==> src/rtl/w5500_cfg.svh <==
`ifndef W5500_CFG_SVH
`define W5500_CFG_SVH

// control byte block selects, already shifted into bits 7:3
`define W5500_BSB_COMMON    8'h00
`define W5500_BSB_S0_REG    8'h08
`define W5500_BSB_S0_RXBUF  8'h18
`define W5500_RWB_WRITE     8'h04

// common and socket register offsets
`define W5500_GAR        16'h0001
`define W5500_SUBR       16'h0005
`define W5500_SHAR       16'h0009
`define W5500_SIPR       16'h000f
`define W5500_SN_MR      16'h0000
`define W5500_SN_CR      16'h0001
`define W5500_SN_PORT    16'h0004
`define W5500_SN_RX_RSR  16'h0026
`define W5500_SN_RX_RD   16'h0028

`define W5500_CMD_OPEN    8'h01
`define W5500_CMD_LISTEN  8'h02
`define W5500_CMD_RECV    8'h40
`define W5500_MR_TCP      8'h01

`define NET_GATEWAY  32'hc0a8_6401    // 192.168.100.1
`define NET_MASK     32'hffff_ff00
`define NET_MAC      48'h0c29_ab7c_0001
`define NET_IP       32'hc0a8_6410    // 192.168.100.16
`define NET_PORT     16'h1388         // 5000

// short values for simulation, chip needs ms range
`define RST_LOW_CYC     50
`define RST_WAIT_CYC    200
`define POLL_GAP_CYC    64
`define SPI_HALF_CYC    2
`define REC_BYTES       17
`define SPI_MAX_WBYTES  6

`endif

==> src/rtl/w5500_pkg.sv <==
`include "w5500_cfg.svh"

package w5500_pkg;

	typedef logic [15:0] spi_addr_t;
	typedef logic [4:0]  spi_len_t;                         // data bytes per frame
	typedef logic [`SPI_MAX_WBYTES*8-1:0] spi_wdata_t;      // first byte on top

	// one record as sent by the host, big endian words
	typedef struct packed {
		logic [15:0] back_len;
		logic [15:0] back_wid;
		logic [15:0] front_len;
		logic [15:0] front_wid;
		logic [15:0] point_x;
		logic [15:0] point_y;
		logic [15:0] width;
		logic [15:0] height;
		logic [7:0]  save;
	} rec_fields_t;

	typedef union packed {
		rec_fields_t fields;
		logic [`REC_BYTES-1:0][7:0] bytes;   // byte 0 of the stream sits on top
	} rec_u;

endpackage

==> src/rtl/w5500_spi_if.sv <==
`timescale 1ns/1ps

interface w5500_spi_if;

	logic                   req;
	logic                   write;
	w5500_pkg::spi_addr_t   addr;
	logic [7:0]             bsb;
	w5500_pkg::spi_len_t    len;
	w5500_pkg::spi_wdata_t  wdata;
	logic [7:0]             rbyte;
	logic                   rbyte_valid;   // one pulse per data byte read
	logic                   done;          // frame finished, cs is high again

	modport requester (output req, write, addr, bsb, len, wdata,
		input rbyte, rbyte_valid, done);

	modport engine (input req, write, addr, bsb, len, wdata,
		output rbyte, rbyte_valid, done);

endinterface

==> src/rtl/w5500_spi_master.sv <==
`timescale 1ns/1ps
`include "w5500_cfg.svh"

module w5500_spi_master (
	input  logic        clk,
	input  logic        rst_n,
	w5500_spi_if.engine cmd,
	output logic        sck,
	output logic        mosi,
	input  logic        miso,
	output logic        scs_n
);

	localparam int HDR_BITS = 24;   // address plus control byte
	localparam int SR_BITS  = HDR_BITS + $bits(w5500_pkg::spi_wdata_t);

	typedef enum logic [1:0] {S_IDLE, S_SHIFT, S_FINISH} state_t;

	state_t                 state;
	logic [SR_BITS-1:0]     tx_sr;
	logic [6:0]             rx_sr;
	logic [7:0]             bit_cnt;
	logic [7:0]             bit_total;
	logic [7:0]             bit_next;
	logic [7:0]             div_cnt;
	logic                   rd_frame;
	logic                   tick;
	logic [7:0]             ctrl_byte;
	w5500_pkg::spi_wdata_t  wdata_sel;

	assign mosi      = tx_sr[SR_BITS-1];
	assign bit_next  = bit_cnt + 8'd1;
	assign tick      = (state == S_SHIFT) && (div_cnt == 8'(`SPI_HALF_CYC - 1));
	assign ctrl_byte = cmd.bsb | (cmd.write ? `W5500_RWB_WRITE : 8'h00);
	assign wdata_sel = cmd.write ? cmd.wdata : w5500_pkg::spi_wdata_t'(0);  // mosi low on reads

	always_ff @(posedge clk or negedge rst_n)
	begin
		if (!rst_n)
		begin
			state           <= S_IDLE;
			sck             <= 1'b0;
			scs_n           <= 1'b1;
			tx_sr           <= '0;
			bit_cnt         <= '0;
			bit_total       <= '0;
			div_cnt         <= '0;
			rd_frame        <= 1'b0;
			cmd.rbyte_valid <= 1'b0;
			cmd.done        <= 1'b0;
		end
		else
		begin
			cmd.rbyte_valid <= 1'b0;
			cmd.done        <= 1'b0;
			case (state)
				S_IDLE:
				begin
					// req stays high in the done cycle so skip it
					if (cmd.req && !cmd.done)
					begin
						tx_sr     <= {cmd.addr, ctrl_byte, wdata_sel};
						bit_total <= (8'd3 + 8'(cmd.len)) << 3;
						rd_frame  <= !cmd.write;
						bit_cnt   <= '0;
						div_cnt   <= '0;
						scs_n     <= 1'b0;
						state     <= S_SHIFT;
					end
				end
				S_SHIFT:
				begin
					if (tick)
					begin
						div_cnt <= '0;
						sck     <= ~sck;
						if (!sck)
						begin
							bit_cnt <= bit_next;    // rising edge samples miso
							if (rd_frame && bit_next > 8'd24 && bit_next[2:0] == 3'd0)
								cmd.rbyte_valid <= 1'b1;
						end
						else
						begin
							tx_sr <= tx_sr << 1;
							if (bit_cnt == bit_total)
							begin
								scs_n <= 1'b1;
								state <= S_FINISH;
							end
						end
					end
					else
						div_cnt <= div_cnt + 8'd1;
				end
				default:
				begin
					cmd.done <= 1'b1;
					state    <= S_IDLE;
				end
			endcase
		end
	end

	// read data path
	always_ff @(posedge clk)
	begin
		if (tick && !sck)
		begin
			rx_sr     <= {rx_sr[5:0], miso};
			cmd.rbyte <= {rx_sr, miso};
		end
	end

endmodule

==> src/rtl/w5500_setup_seq.sv <==
`timescale 1ns/1ps
`include "w5500_cfg.svh"

module w5500_setup_seq (
	input  logic           clk,
	input  logic           rst_n,
	w5500_spi_if.requester cmd,
	output logic           w5500_rst_n,
	output logic           setup_done
);

	localparam logic [2:0] LAST_STEP = 3'd7;

	typedef enum logic [2:0] {S_START, S_LOW, S_WAIT, S_WRITE, S_DONE} state_t;

	state_t      state;
	logic [23:0] cnt;     // wide enough for real ms delays
	logic [2:0]  step;

	assign cmd.write = 1'b1;

	// one write frame per table entry
	always_comb
	begin
		cmd.bsb = `W5500_BSB_S0_REG;
		cmd.len = 5'd1;
		case (step)
			3'd0:
			begin
				cmd.addr  = `W5500_GAR;
				cmd.bsb   = `W5500_BSB_COMMON;
				cmd.len   = 5'd4;
				cmd.wdata = {`NET_GATEWAY, 16'h0000};
			end
			3'd1:
			begin
				cmd.addr  = `W5500_SUBR;
				cmd.bsb   = `W5500_BSB_COMMON;
				cmd.len   = 5'd4;
				cmd.wdata = {`NET_MASK, 16'h0000};
			end
			3'd2:
			begin
				cmd.addr  = `W5500_SHAR;
				cmd.bsb   = `W5500_BSB_COMMON;
				cmd.len   = 5'd6;
				cmd.wdata = `NET_MAC;
			end
			3'd3:
			begin
				cmd.addr  = `W5500_SIPR;
				cmd.bsb   = `W5500_BSB_COMMON;
				cmd.len   = 5'd4;
				cmd.wdata = {`NET_IP, 16'h0000};
			end
			3'd4:
			begin
				cmd.addr  = `W5500_SN_MR;
				cmd.wdata = {`W5500_MR_TCP, 40'h0};
			end
			3'd5:
			begin
				cmd.addr  = `W5500_SN_PORT;
				cmd.len   = 5'd2;
				cmd.wdata = {`NET_PORT, 32'h0};
			end
			3'd6:
			begin
				cmd.addr  = `W5500_SN_CR;
				cmd.wdata = {`W5500_CMD_OPEN, 40'h0};
			end
			default:
			begin
				cmd.addr  = `W5500_SN_CR;
				cmd.wdata = {`W5500_CMD_LISTEN, 40'h0};
			end
		endcase
	end

	always_ff @(posedge clk or negedge rst_n)
	begin
		if (!rst_n)
		begin
			state       <= S_START;
			cnt         <= '0;
			step        <= '0;
			cmd.req     <= 1'b0;
			w5500_rst_n <= 1'b1;
			setup_done  <= 1'b0;
		end
		else
		begin
			case (state)
				S_START:
				begin
					w5500_rst_n <= 1'b0;
					cnt         <= '0;
					state       <= S_LOW;
				end
				S_LOW:
				begin
					if (cnt == 24'(`RST_LOW_CYC - 1))
					begin
						w5500_rst_n <= 1'b1;
						cnt         <= '0;
						state       <= S_WAIT;
					end
					else
						cnt <= cnt + 24'd1;
				end
				S_WAIT:
				begin
					if (cnt == 24'(`RST_WAIT_CYC - 1))   // chip PLL settles here
						state <= S_WRITE;
					else
						cnt <= cnt + 24'd1;
				end
				S_WRITE:
				begin
					cmd.req <= !cmd.done;
					if (cmd.done)
					begin
						if (step == LAST_STEP)
						begin
							setup_done <= 1'b1;
							state      <= S_DONE;
						end
						else
							step <= step + 3'd1;
					end
				end
				default:
					cmd.req <= 1'b0;
			endcase
		end
	end

endmodule

==> src/rtl/w5500_rx_engine.sv <==
`timescale 1ns/1ps
`include "w5500_cfg.svh"

module w5500_rx_engine (
	input  logic                    clk,
	input  logic                    rst_n,
	input  logic                    enable,
	w5500_spi_if.requester          cmd,
	output w5500_pkg::rec_fields_t  rec,
	output logic                    record_valid
);

	typedef enum logic [2:0] {
		S_IDLE,
		S_POLL,
		S_GAP,
		S_RD_PTR,
		S_BURST,
		S_WR_PTR,
		S_RECV
	} state_t;

	state_t                state;
	logic [15:0]           gap_cnt;
	logic [15:0]           rd_word;    // two byte reads land msb first
	logic [15:0]           rd_ptr;
	logic [15:0]           ptr_next;
	logic                  frame_state;
	w5500_pkg::rec_u       rec_buf;

	assign ptr_next    = rd_ptr + 16'(`REC_BYTES);   // wraps like the chip pointer
	assign frame_state = (state != S_IDLE) && (state != S_GAP);

	always_comb
	begin
		cmd.write = 1'b0;
		cmd.bsb   = `W5500_BSB_S0_REG;
		cmd.len   = 5'd2;
		cmd.wdata = '0;
		case (state)
			S_RD_PTR: cmd.addr = `W5500_SN_RX_RD;
			S_BURST:
			begin
				cmd.addr = rd_ptr;
				cmd.bsb  = `W5500_BSB_S0_RXBUF;
				cmd.len  = 5'(`REC_BYTES);
			end
			S_WR_PTR:
			begin
				cmd.addr  = `W5500_SN_RX_RD;
				cmd.write = 1'b1;
				cmd.wdata = {ptr_next, 32'h0};
			end
			S_RECV:
			begin
				cmd.addr  = `W5500_SN_CR;
				cmd.write = 1'b1;
				cmd.len   = 5'd1;
				cmd.wdata = {`W5500_CMD_RECV, 40'h0};
			end
			default: cmd.addr = `W5500_SN_RX_RSR;
		endcase
	end

	always_ff @(posedge clk or negedge rst_n)
	begin
		if (!rst_n)
		begin
			state        <= S_IDLE;
			gap_cnt      <= '0;
			cmd.req      <= 1'b0;
			record_valid <= 1'b0;
		end
		else
		begin
			record_valid <= 1'b0;
			cmd.req      <= frame_state && !cmd.done;   // low for a cycle between frames
			case (state)
				S_IDLE:
					if (enable)
						state <= S_POLL;
				S_POLL:
				begin
					gap_cnt <= '0;
					if (cmd.done)
						state <= (rd_word < 16'(`REC_BYTES)) ? S_GAP : S_RD_PTR;
				end
				S_GAP:
				begin
					if (gap_cnt == 16'(`POLL_GAP_CYC - 1))
						state <= S_POLL;
					else
						gap_cnt <= gap_cnt + 16'd1;
				end
				S_RD_PTR: if (cmd.done) state <= S_BURST;
				S_BURST:  if (cmd.done) state <= S_WR_PTR;
				S_WR_PTR: if (cmd.done) state <= S_RECV;
				default:
				begin
					if (cmd.done)
					begin
						record_valid <= 1'b1;
						state        <= S_POLL;
					end
				end
			endcase
		end
	end

	always_ff @(posedge clk)
	begin
		if (cmd.rbyte_valid)
		begin
			rd_word <= {rd_word[7:0], cmd.rbyte};
			if (state == S_BURST)
				rec_buf.bytes <= {rec_buf.bytes[`REC_BYTES-2:0], cmd.rbyte};
		end
		if (state == S_RD_PTR && cmd.done)
			rd_ptr <= rd_word;
		if (state == S_RECV && cmd.done)
			rec <= rec_buf.fields;   // same word seen as fields
	end

endmodule

==> src/rtl/w5500_ctrl_top.sv <==
`timescale 1ns/1ps

module w5500_ctrl_top (
	input  logic        clk,
	input  logic        rst_n,
	output logic        sck,
	output logic        mosi,
	input  logic        miso,
	output logic        scs_n,
	output logic        w5500_rst_n,
	output logic [15:0] back_len,
	output logic [15:0] back_wid,
	output logic [15:0] front_len,
	output logic [15:0] front_wid,
	output logic [15:0] point_x,
	output logic [15:0] point_y,
	output logic [15:0] width,
	output logic [15:0] height,
	output logic [7:0]  save,
	output logic        record_valid
);

	w5500_spi_if eng_if ();
	w5500_spi_if setup_if ();
	w5500_spi_if rx_if ();

	logic                    setup_done;
	w5500_pkg::rec_fields_t  rec;

	// setup owns the engine until its table is through
	assign eng_if.req   = setup_done ? rx_if.req   : setup_if.req;
	assign eng_if.write = setup_done ? rx_if.write : setup_if.write;
	assign eng_if.addr  = setup_done ? rx_if.addr  : setup_if.addr;
	assign eng_if.bsb   = setup_done ? rx_if.bsb   : setup_if.bsb;
	assign eng_if.len   = setup_done ? rx_if.len   : setup_if.len;
	assign eng_if.wdata = setup_done ? rx_if.wdata : setup_if.wdata;

	assign setup_if.rbyte       = eng_if.rbyte;
	assign setup_if.rbyte_valid = eng_if.rbyte_valid;
	assign setup_if.done        = eng_if.done;
	assign rx_if.rbyte          = eng_if.rbyte;
	assign rx_if.rbyte_valid    = eng_if.rbyte_valid;
	assign rx_if.done           = eng_if.done;

	w5500_setup_seq u_setup (
		.clk         (clk),
		.rst_n       (rst_n),
		.cmd         (setup_if.requester),
		.w5500_rst_n (w5500_rst_n),
		.setup_done  (setup_done)
	);

	w5500_rx_engine u_rx (
		.clk          (clk),
		.rst_n        (rst_n),
		.enable       (setup_done),
		.cmd          (rx_if.requester),
		.rec          (rec),
		.record_valid (record_valid)
	);

	w5500_spi_master u_spi (
		.clk   (clk),
		.rst_n (rst_n),
		.cmd   (eng_if.engine),
		.sck   (sck),
		.mosi  (mosi),
		.miso  (miso),
		.scs_n (scs_n)
	);

	assign back_len  = rec.back_len;
	assign back_wid  = rec.back_wid;
	assign front_len = rec.front_len;
	assign front_wid = rec.front_wid;
	assign point_x   = rec.point_x;
	assign point_y   = rec.point_y;
	assign width     = rec.width;
	assign height    = rec.height;
	assign save      = rec.save;

endmodule

==> config.mk <==
export PLATFORM = sky130hd
export DESIGN_NAME = w5500_ctrl_top
export DESIGN_NICKNAME = d
export VERILOG_FILES = /design/src/rtl/w5500_pkg.sv /design/src/rtl/w5500_spi_if.sv /design/src/rtl/w5500_spi_master.sv /design/src/rtl/w5500_setup_seq.sv /design/src/rtl/w5500_rx_engine.sv /design/src/rtl/w5500_ctrl_top.sv
export VERILOG_INCLUDE_DIRS = /design/src /design/src/rtl
export SDC_FILE = /design/constraint.sdc
export NUM_CORES = 1
export LEC_CHECK = 0
export BUFFER_PORTS_ARGS = -buffer_cell sky130_fd_sc_hd__buf_2
export CAP_MARGIN = 10
export CELL_PAD_IN_SITES_DETAIL_PLACEMENT = 0
export CELL_PAD_IN_SITES_GLOBAL_PLACEMENT = 1
export CORE_MARGIN = 8
export CORE_UTILIZATION = 45
export DETAILED_ROUTE_END_ITERATION = 7
export PLACE_DENSITY_LB_ADDON = 0.1
export SLEW_MARGIN = 5
export SYNTH_ARGS = -nofsm -noshare
export SYNTH_HDL_FRONTEND = slang
export SYNTH_HIERARCHICAL = 1
export SYNTH_SLANG_ARGS = --single-unit
==> constraint.sdc <==
create_clock -name clk -period 7.65 [get_ports clk]
set_clock_uncertainty 0.1 [all_clocks]
set_input_delay 1.1475 -clock clk [delete_from_list [all_inputs] [get_ports clk]]
set_output_delay 1.1475 -clock clk [all_outputs]
set_load 0.05 [all_outputs]
==> impl_metrics.tcl, run 1 <==
set metrics [dict create \
    clock_path_buffers 3 \
    ys_async_sr_fraction 0.330 \
    r2r-end "u_rx/rec_buf[113]" \
    area_growth_pct 11.2 \
    min_period_ns 3.76 \
    numCtsBuffers 48 \
    htree_levels 2 \
    min_path_type "reg2reg" \
    place_hpwl_mm 24.4 \
    met2_length_mm 17.2 \
    fin_nets 1631 \
    hold_buffers 0 \
    synth_cell_types 79 \
    synth_area_mm2 0.0204 \
    core.rowCount 78 \
    fin_hold_ws_ns 0.319 \
    cp-end-kind "register" \
    core_area_mm2 0.0450 \
    cp_data_arrival_time_ns 3.86 \
    final.setup.tns_ns 0 \
    die_w_um 229 \
    place_congestion 0.751 \
    wl_per_cell_um 17.3 \
    ys_ff_latch 466 \
    dr.first_iter.drc_count 840 \
    seq_area_frac_synth 0.649 \
    path_class "reg2reg" \
    power.density_mw_per_mm2 224 \
    met3_length_mm 1.98 \
    clock_sinks 466 \
    remaining_drc_errors 0 \
    cp.required_ns 7.75 \
    vias_per_cell 5.01 \
    syn_inst 1497 \
    fp.dieH_um 229 \
    reg2reg_slack_ns 3.89 \
    postRouteAntennaNets 0 \
    drv_slew 0 \
    grt_pass1_vias 11334 \
    hold_end "u_rx/rec[133]" \
    min_from "u_rx/rec_buf[133]" \
    io_pins 144 \
    post-place-ws_ns 3.85 \
    outcome "finished, final reports clean" \
    overflow 0 \
    vias 11272 \
    synth_edf_count 312 \
    final_cell_mix "312 x edfxtp_1, 215 x nand2_1, 151 x dfrtp_1" \
    worst_slew_margin_rel 0.298 \
    synth_top_flop_cell "edfxtp_1" \
    cp_max_fo 73 \
    num-fill-cells 3913 \
    clk_pin_slew_ns 0.06 \
    finalWorstSetupSlack_ns 3.89 \
    fmax_mhz 266 \
    cts_root_buffer "clkbuf_16" \
    r2r-start "u_rx/state[2]" \
    wirelength_mm 39.0 \
    port_buffers 143 \
    grt_pass1_wl_mm 63.8 \
    regArea_mm2 0.0132 \
    period_share 0.491 \
    postCtsSetupBuffers 0 \
    cap_violations 0 \
    firstDrtPassIters 5 \
    hold_path_depth 0 \
    met1_length_mm 19.1 \
    finalHoldViolCount 0 \
    die_area_mm2 0.0523 \
    cts_resized 0 \
    antenna_found_initial 0 \
    final_common_cell "edfxtp_1" \
    worstMarginPinSlew_ns 1.05 \
    antenna_cells 0 \
    yosysWarnings 6 \
    top_layer "met4" \
    r2r_cells 3 \
    cts_tree "yes" \
    grt_usage 0.147 \
    setup_viol 0 \
    rsz0062_at_grt "no" \
    start_util 0.453 \
    grt_max_degree 87 \
    drive_above_1_share 0.247 \
    peakVddDrop_mv 0.164 \
    clk_latency_ns 0.58 \
    p_leak_nw 9.17 \
    syn_area_per_cell_um2 13.6 \
    multi_input_area_mm2 0.00620 \
    start_kind "register" \
]
synth_stat cells, types with 20 or more instances:
| cell | count | area (um2) |
|---|---|---|
| edfxtp_1 | 312 | 9370 |
| nand2_1 | 215 | 807 |
| dfrtp_1 | 152 | 3800 |
| buf_4 | 101 | 758 |
| mux2_2 | 73 | 822 |
| mux2_4 | 70 | 1050 |
| nand3_1 | 70 | 350 |
| nor2_1 | 59 | 221 |
| clkbuf_1 | 34 | 128 |
| o21ai_0 | 30 | 150 |
| a21oi_1 | 29 | 145 |
| and3_1 | 22 | 138 |
| inv_1 | 22 | 82.6 |
| xnor2_1 | 22 | 193 |
| nand4_1 | 20 | 125 |
| or3_1 | 20 | 125 |
flip-flops by register name (all words and copies together) (netlist names), 2 cells and up:
register	cells
u_setup/step	3
u_spi/cmd.rbyte	8
u_rx/state	3
u_spi/bit_cnt	8
u_setup/cnt	24
u_setup/state	3
u_spi/state	2
u_rx/rec	136
u_rx/rd_ptr	16
u_rx/gap_cnt	16
u_rx/rec_buf	136
u_spi/tx_sr	72
u_rx/rd_word	16
u_spi/bit_total	5
u_spi/div_cnt	8
layout make-up:
class | instances | share of cell area
Timing Repair Buffer | 155 | 0.0358
Multi-Input combinational cell | 919 | 0.274
Clock inverter | 29 | 0.0144
Clock buffer | 59 | 0.0558
Inverter | 22 | 0.00364
Sequential cell | 466 | 0.584
Tap cell | 600 | 0.0331
worst max path at each step:
stage | endpoint | slack [ns] | depth (start not counted) | from
floorplan | u_rx/rec[0] | 2.62 | 4 | u_rx/state[1]
global placement | u_rx/rec_buf[56] | 4.03 | 3 | u_rx/state[2]
detailed placement | u_rx/rec_buf[104] | 3.85 | 3 | u_rx/state[2]
CTS | u_rx/rec_buf[88] | 3.86 | 3 | u_rx/state[2]
global route | u_rx/rec_buf[112] | 3.56 | 3 | u_rx/state[2]
finish | u_rx/rec_buf[113] | 3.89 | 3 | u_rx/state[2]
cells by family (layout without fill, tap and decap cells):
group	Yosys count	count (layout)	share of synthesized area
other	4	80	0.000737
xor gates and xnor gates	38	38	0.0163
and+or+nand+nor	500	500	0.122
AOI/OAI and AO/OA	132	132	0.0428
buffers and inverters	188	265	0.0623
DFF	466	466	0.649
muxes	153	153	0.0973
adders and majority gates	16	16	0.00983
stage by stage:
stage          power (W)  std cells  area (um2)   util
5_1_grt          0.00527       2250       22700  0.504
4_1_cts          0.00516       2250       22700  0.504
3_3_place_gp     0.00277       2162       21100  0.468
6_report         0.00507       2250       22700  0.504
2_1_floorplan    0.00277       1573       20700      -
3_5_place_dp     0.00277       2162       21100  0.468
critical path: stages, from the launching register on:
cell     delay (ns)
dfrtp_1        0.80
nor2b_1        0.70
and3_4         0.86
buf_4          0.83
routing by layer:
metal | global-route usage | vias to the layer above
met5 | 0 | -
met4 | 0.0373 | 0
met3 | 0.0369 | 48
met2 | 0.223 | 201
met1 | 0.210 | 5572
li1 | - | 5451
power breakdown:
group / internal (W) / leakage, nW / switching (W)
clock network: 0.00139 / 0.785 / 0.000970
logic: 0.0000155 / 3.48 / 0.0000347
registers: 0.00267 / 4.91 / 0
total: 0.00407 / 9.17 / 0.00100
Power figures use the tool's default switching activity.
==> inputs of run 2 (changes only) <==
==> constraint.sdc (replaced) <==
create_clock -name clk -period 3.44 [get_ports clk]
set_clock_uncertainty 0.1 [all_clocks]
set_input_delay 0.516 -clock clk [delete_from_list [all_inputs] [get_ports clk]]
set_output_delay 0.516 -clock clk [all_outputs]
set_load 0.05 [all_outputs]
==> run 2 against run 1 <==
Compared with the run above: clock-buffer cell count stayed put; setup slack got worse by 3.1 ns; total power up 120%; hold slack hardly changed; maximum frequency is 42% higher; wire length is 1.1% lower; cell count up 0.98%; die area did not move; sequential share of layout area fell by 0.70 points; register-to-register slack worse by 3.1 ns; critical path type unchanged; core utilization grew 0.61 points; clock power is 120% higher.
==> impl_metrics.tcl, run 2 (same netlist as run 1, synthesis figures left out) <==
set metrics [dict create \
    remaining_drc_errors 0 \
    path_class "reg2reg" \
    min_period_ns 2.64 \
    worstMarginPinSlew_ns 0.776 \
    drive_above_1_share 0.258 \
    outcome "finished, final reports clean" \
    cp-end-kind "register" \
    port_buffers 143 \
    final_common_cell "edfxtp_1" \
    p_int_w 0.00901 \
    peakVddDrop_mv 0.299 \
    power_frac_comb 0.011 \
    cts_root_buffer "clkbuf_16" \
    fin_nets 1650 \
    clock_path_buffers 3 \
    layout.cells.non_filler 2272 \
    final.setup.tns_ns 0 \
    cts_resized 0 \
    core.rowCount 78 \
    worst_slew_margin_rel 0.483 \
    met3_length_mm 2.00 \
    met1_length_mm 18.7 \
    reg.largest.list "u_rx/rec x136, u_rx/rec_buf x136, u_spi/tx_sr x72" \
    hold_buffers 2 \
    antenna_found_initial 0 \
    clk_pin_slew_ns 0.06 \
    wirelength_mm 38.5 \
    area_growth_pct 12.6 \
    fmax_mhz 379 \
    min_path_type "reg2reg" \
    die_w_um 229 \
    power_frac_seq 0.524 \
    clk_latency_ns 0.60 \
    postRouteAntennaNets 0 \
    final_cell_mix "312 x edfxtp_1, 215 x nand2_1, 151 x dfrtp_1" \
    grt_pass1_wl_mm 62.9 \
    finalHoldViolCount 0 \
    postCtsSetupBuffers 0 \
    cap_violations 0 \
    antenna_cells 0 \
    cp_max_fo 21 \
    place_congestion 0.754 \
    fp.dieH_um 229 \
    vias 11315 \
    overflow 0 \
    start_kind "register" \
    cp.required_ns 3.85 \
    cp_data_arrival_time_ns 3.05 \
    cts_tree "yes" \
    grt_usage 0.145 \
    htree_levels 2 \
    grt_pass1_vias 11217 \
    clock_sinks 466 \
    drv_slew 0 \
    numCtsBuffers 50 \
    wl_per_cell_um 17.0 \
    dp.cells 2177 \
    place_hpwl_mm 24.9 \
    period_share 0.767 \
    top_layer "met4" \
    start_util 0.453 \
    met2_length_mm 17.3 \
    p_leak_nw 9.30 \
    grt_max_degree 137 \
    power.density_mw_per_mm2 494 \
    clkPwrFrac 0.466 \
    core_area_mm2 0.0450 \
    setup_viol 0 \
    rsz0062_at_grt "no" \
    switching_share 0.204 \
    vias_per_cell 4.98 \
    io_pins 144 \
    die_area_mm2 0.0523 \
    p_sw_w 0.00231 \
    dr.first_iter.drc_count 750 \
    firstDrtPassIters 5 \
]
## run 2: changes by cell type in the layout (fill, tap and decap cells not counted), sizes merged
cell | before | now
clkinvlp | 0 | 4
clkinv | 19 | 24
inv | 26 | 24
dlygate4sd3 | 0 | 2
buf | 155 | 170
bufinv | 6 | 4
## run 2: critical path, stage by stage, from the launching register on
cell and delay (ns):
dfrtp_1 0.68, nor2b_1 0.47, o21a_1 0.16, mux2_2 0.45, buf_4 0.33, nand3_1 0.11, nand2_1 0.09, mux2_4 0.14
## run 2: final cells by class
class	instances	area, um2
Sequential cell	466	13200
Multi-Input combinational cell	919	6200
Clock buffer	59	1310
Tap cell	600	751
Clock inverter	34	328
Inverter	22	82.6
Fill cell	3863	22000
Timing Repair Buffer	172	1040
## run 2: path summary, 6_finish.rpt
kind	start	end	slack, ns	cells past startpoint
min in group asynchronous	rst_n	u_setup/cnt[6]	0.36	2
worst min-delay path	u_rx/rec_buf[134]	u_rx/rec[134]	0.32	0
worst max-delay path	u_rx/state[0]	u_spi/tx_sr[35]	0.80	7
max in group asynchronous	rst_n	u_spi/scs_n	2.08	3
worst max register to register	u_rx/state[0]	u_spi/tx_sr[35]	0.80	7
worst min register to register	u_rx/rec_buf[134]	u_rx/rec[134]	0.32	0
## run 2: per-stage QoR
| step | power (W) | cell area, um2 | util | hold WS (ns) | worst slack [ns] |
|---|---|---|---|---|---|
| floorplan | 0.00617 | 20700 | - | 0.120 | 0.0455 |
| global placement | 0.00616 | 21300 | 0.473 | 0.303 | 0.778 |
| detailed placement | 0.00616 | 21300 | 0.473 | 0.306 | 0.773 |
| CTS | 0.0115 | 22900 | 0.510 | 0.320 | 0.729 |
| global route | 0.0117 | 22900 | 0.510 | 0.329 | 0.516 |
| finish | 0.0113 | 22900 | 0.510 | 0.319 | 0.802 |
## run 2: power by group through the flow
stage               clock, W  sequential [W]  combinational, W
finish               0.00527         0.00593          0.000120
global route         0.00566         0.00592          0.000144
CTS                  0.00546         0.00593          0.000123
detailed placement         0         0.00604          0.000120
global placement           0         0.00604          0.000120
floorplan                  0         0.00604          0.000125
## run 2: metal layers
| metal | up-vias | global-route usage |
|---|---|---|
| met2 | 214 | 0.221 |
| met1 | 5563 | 0.211 |
| met4 | 0 | 0.0317 |
| met5 | - | 0 |
| li1 | 5495 | - |
| met3 | 43 | 0.0346 |
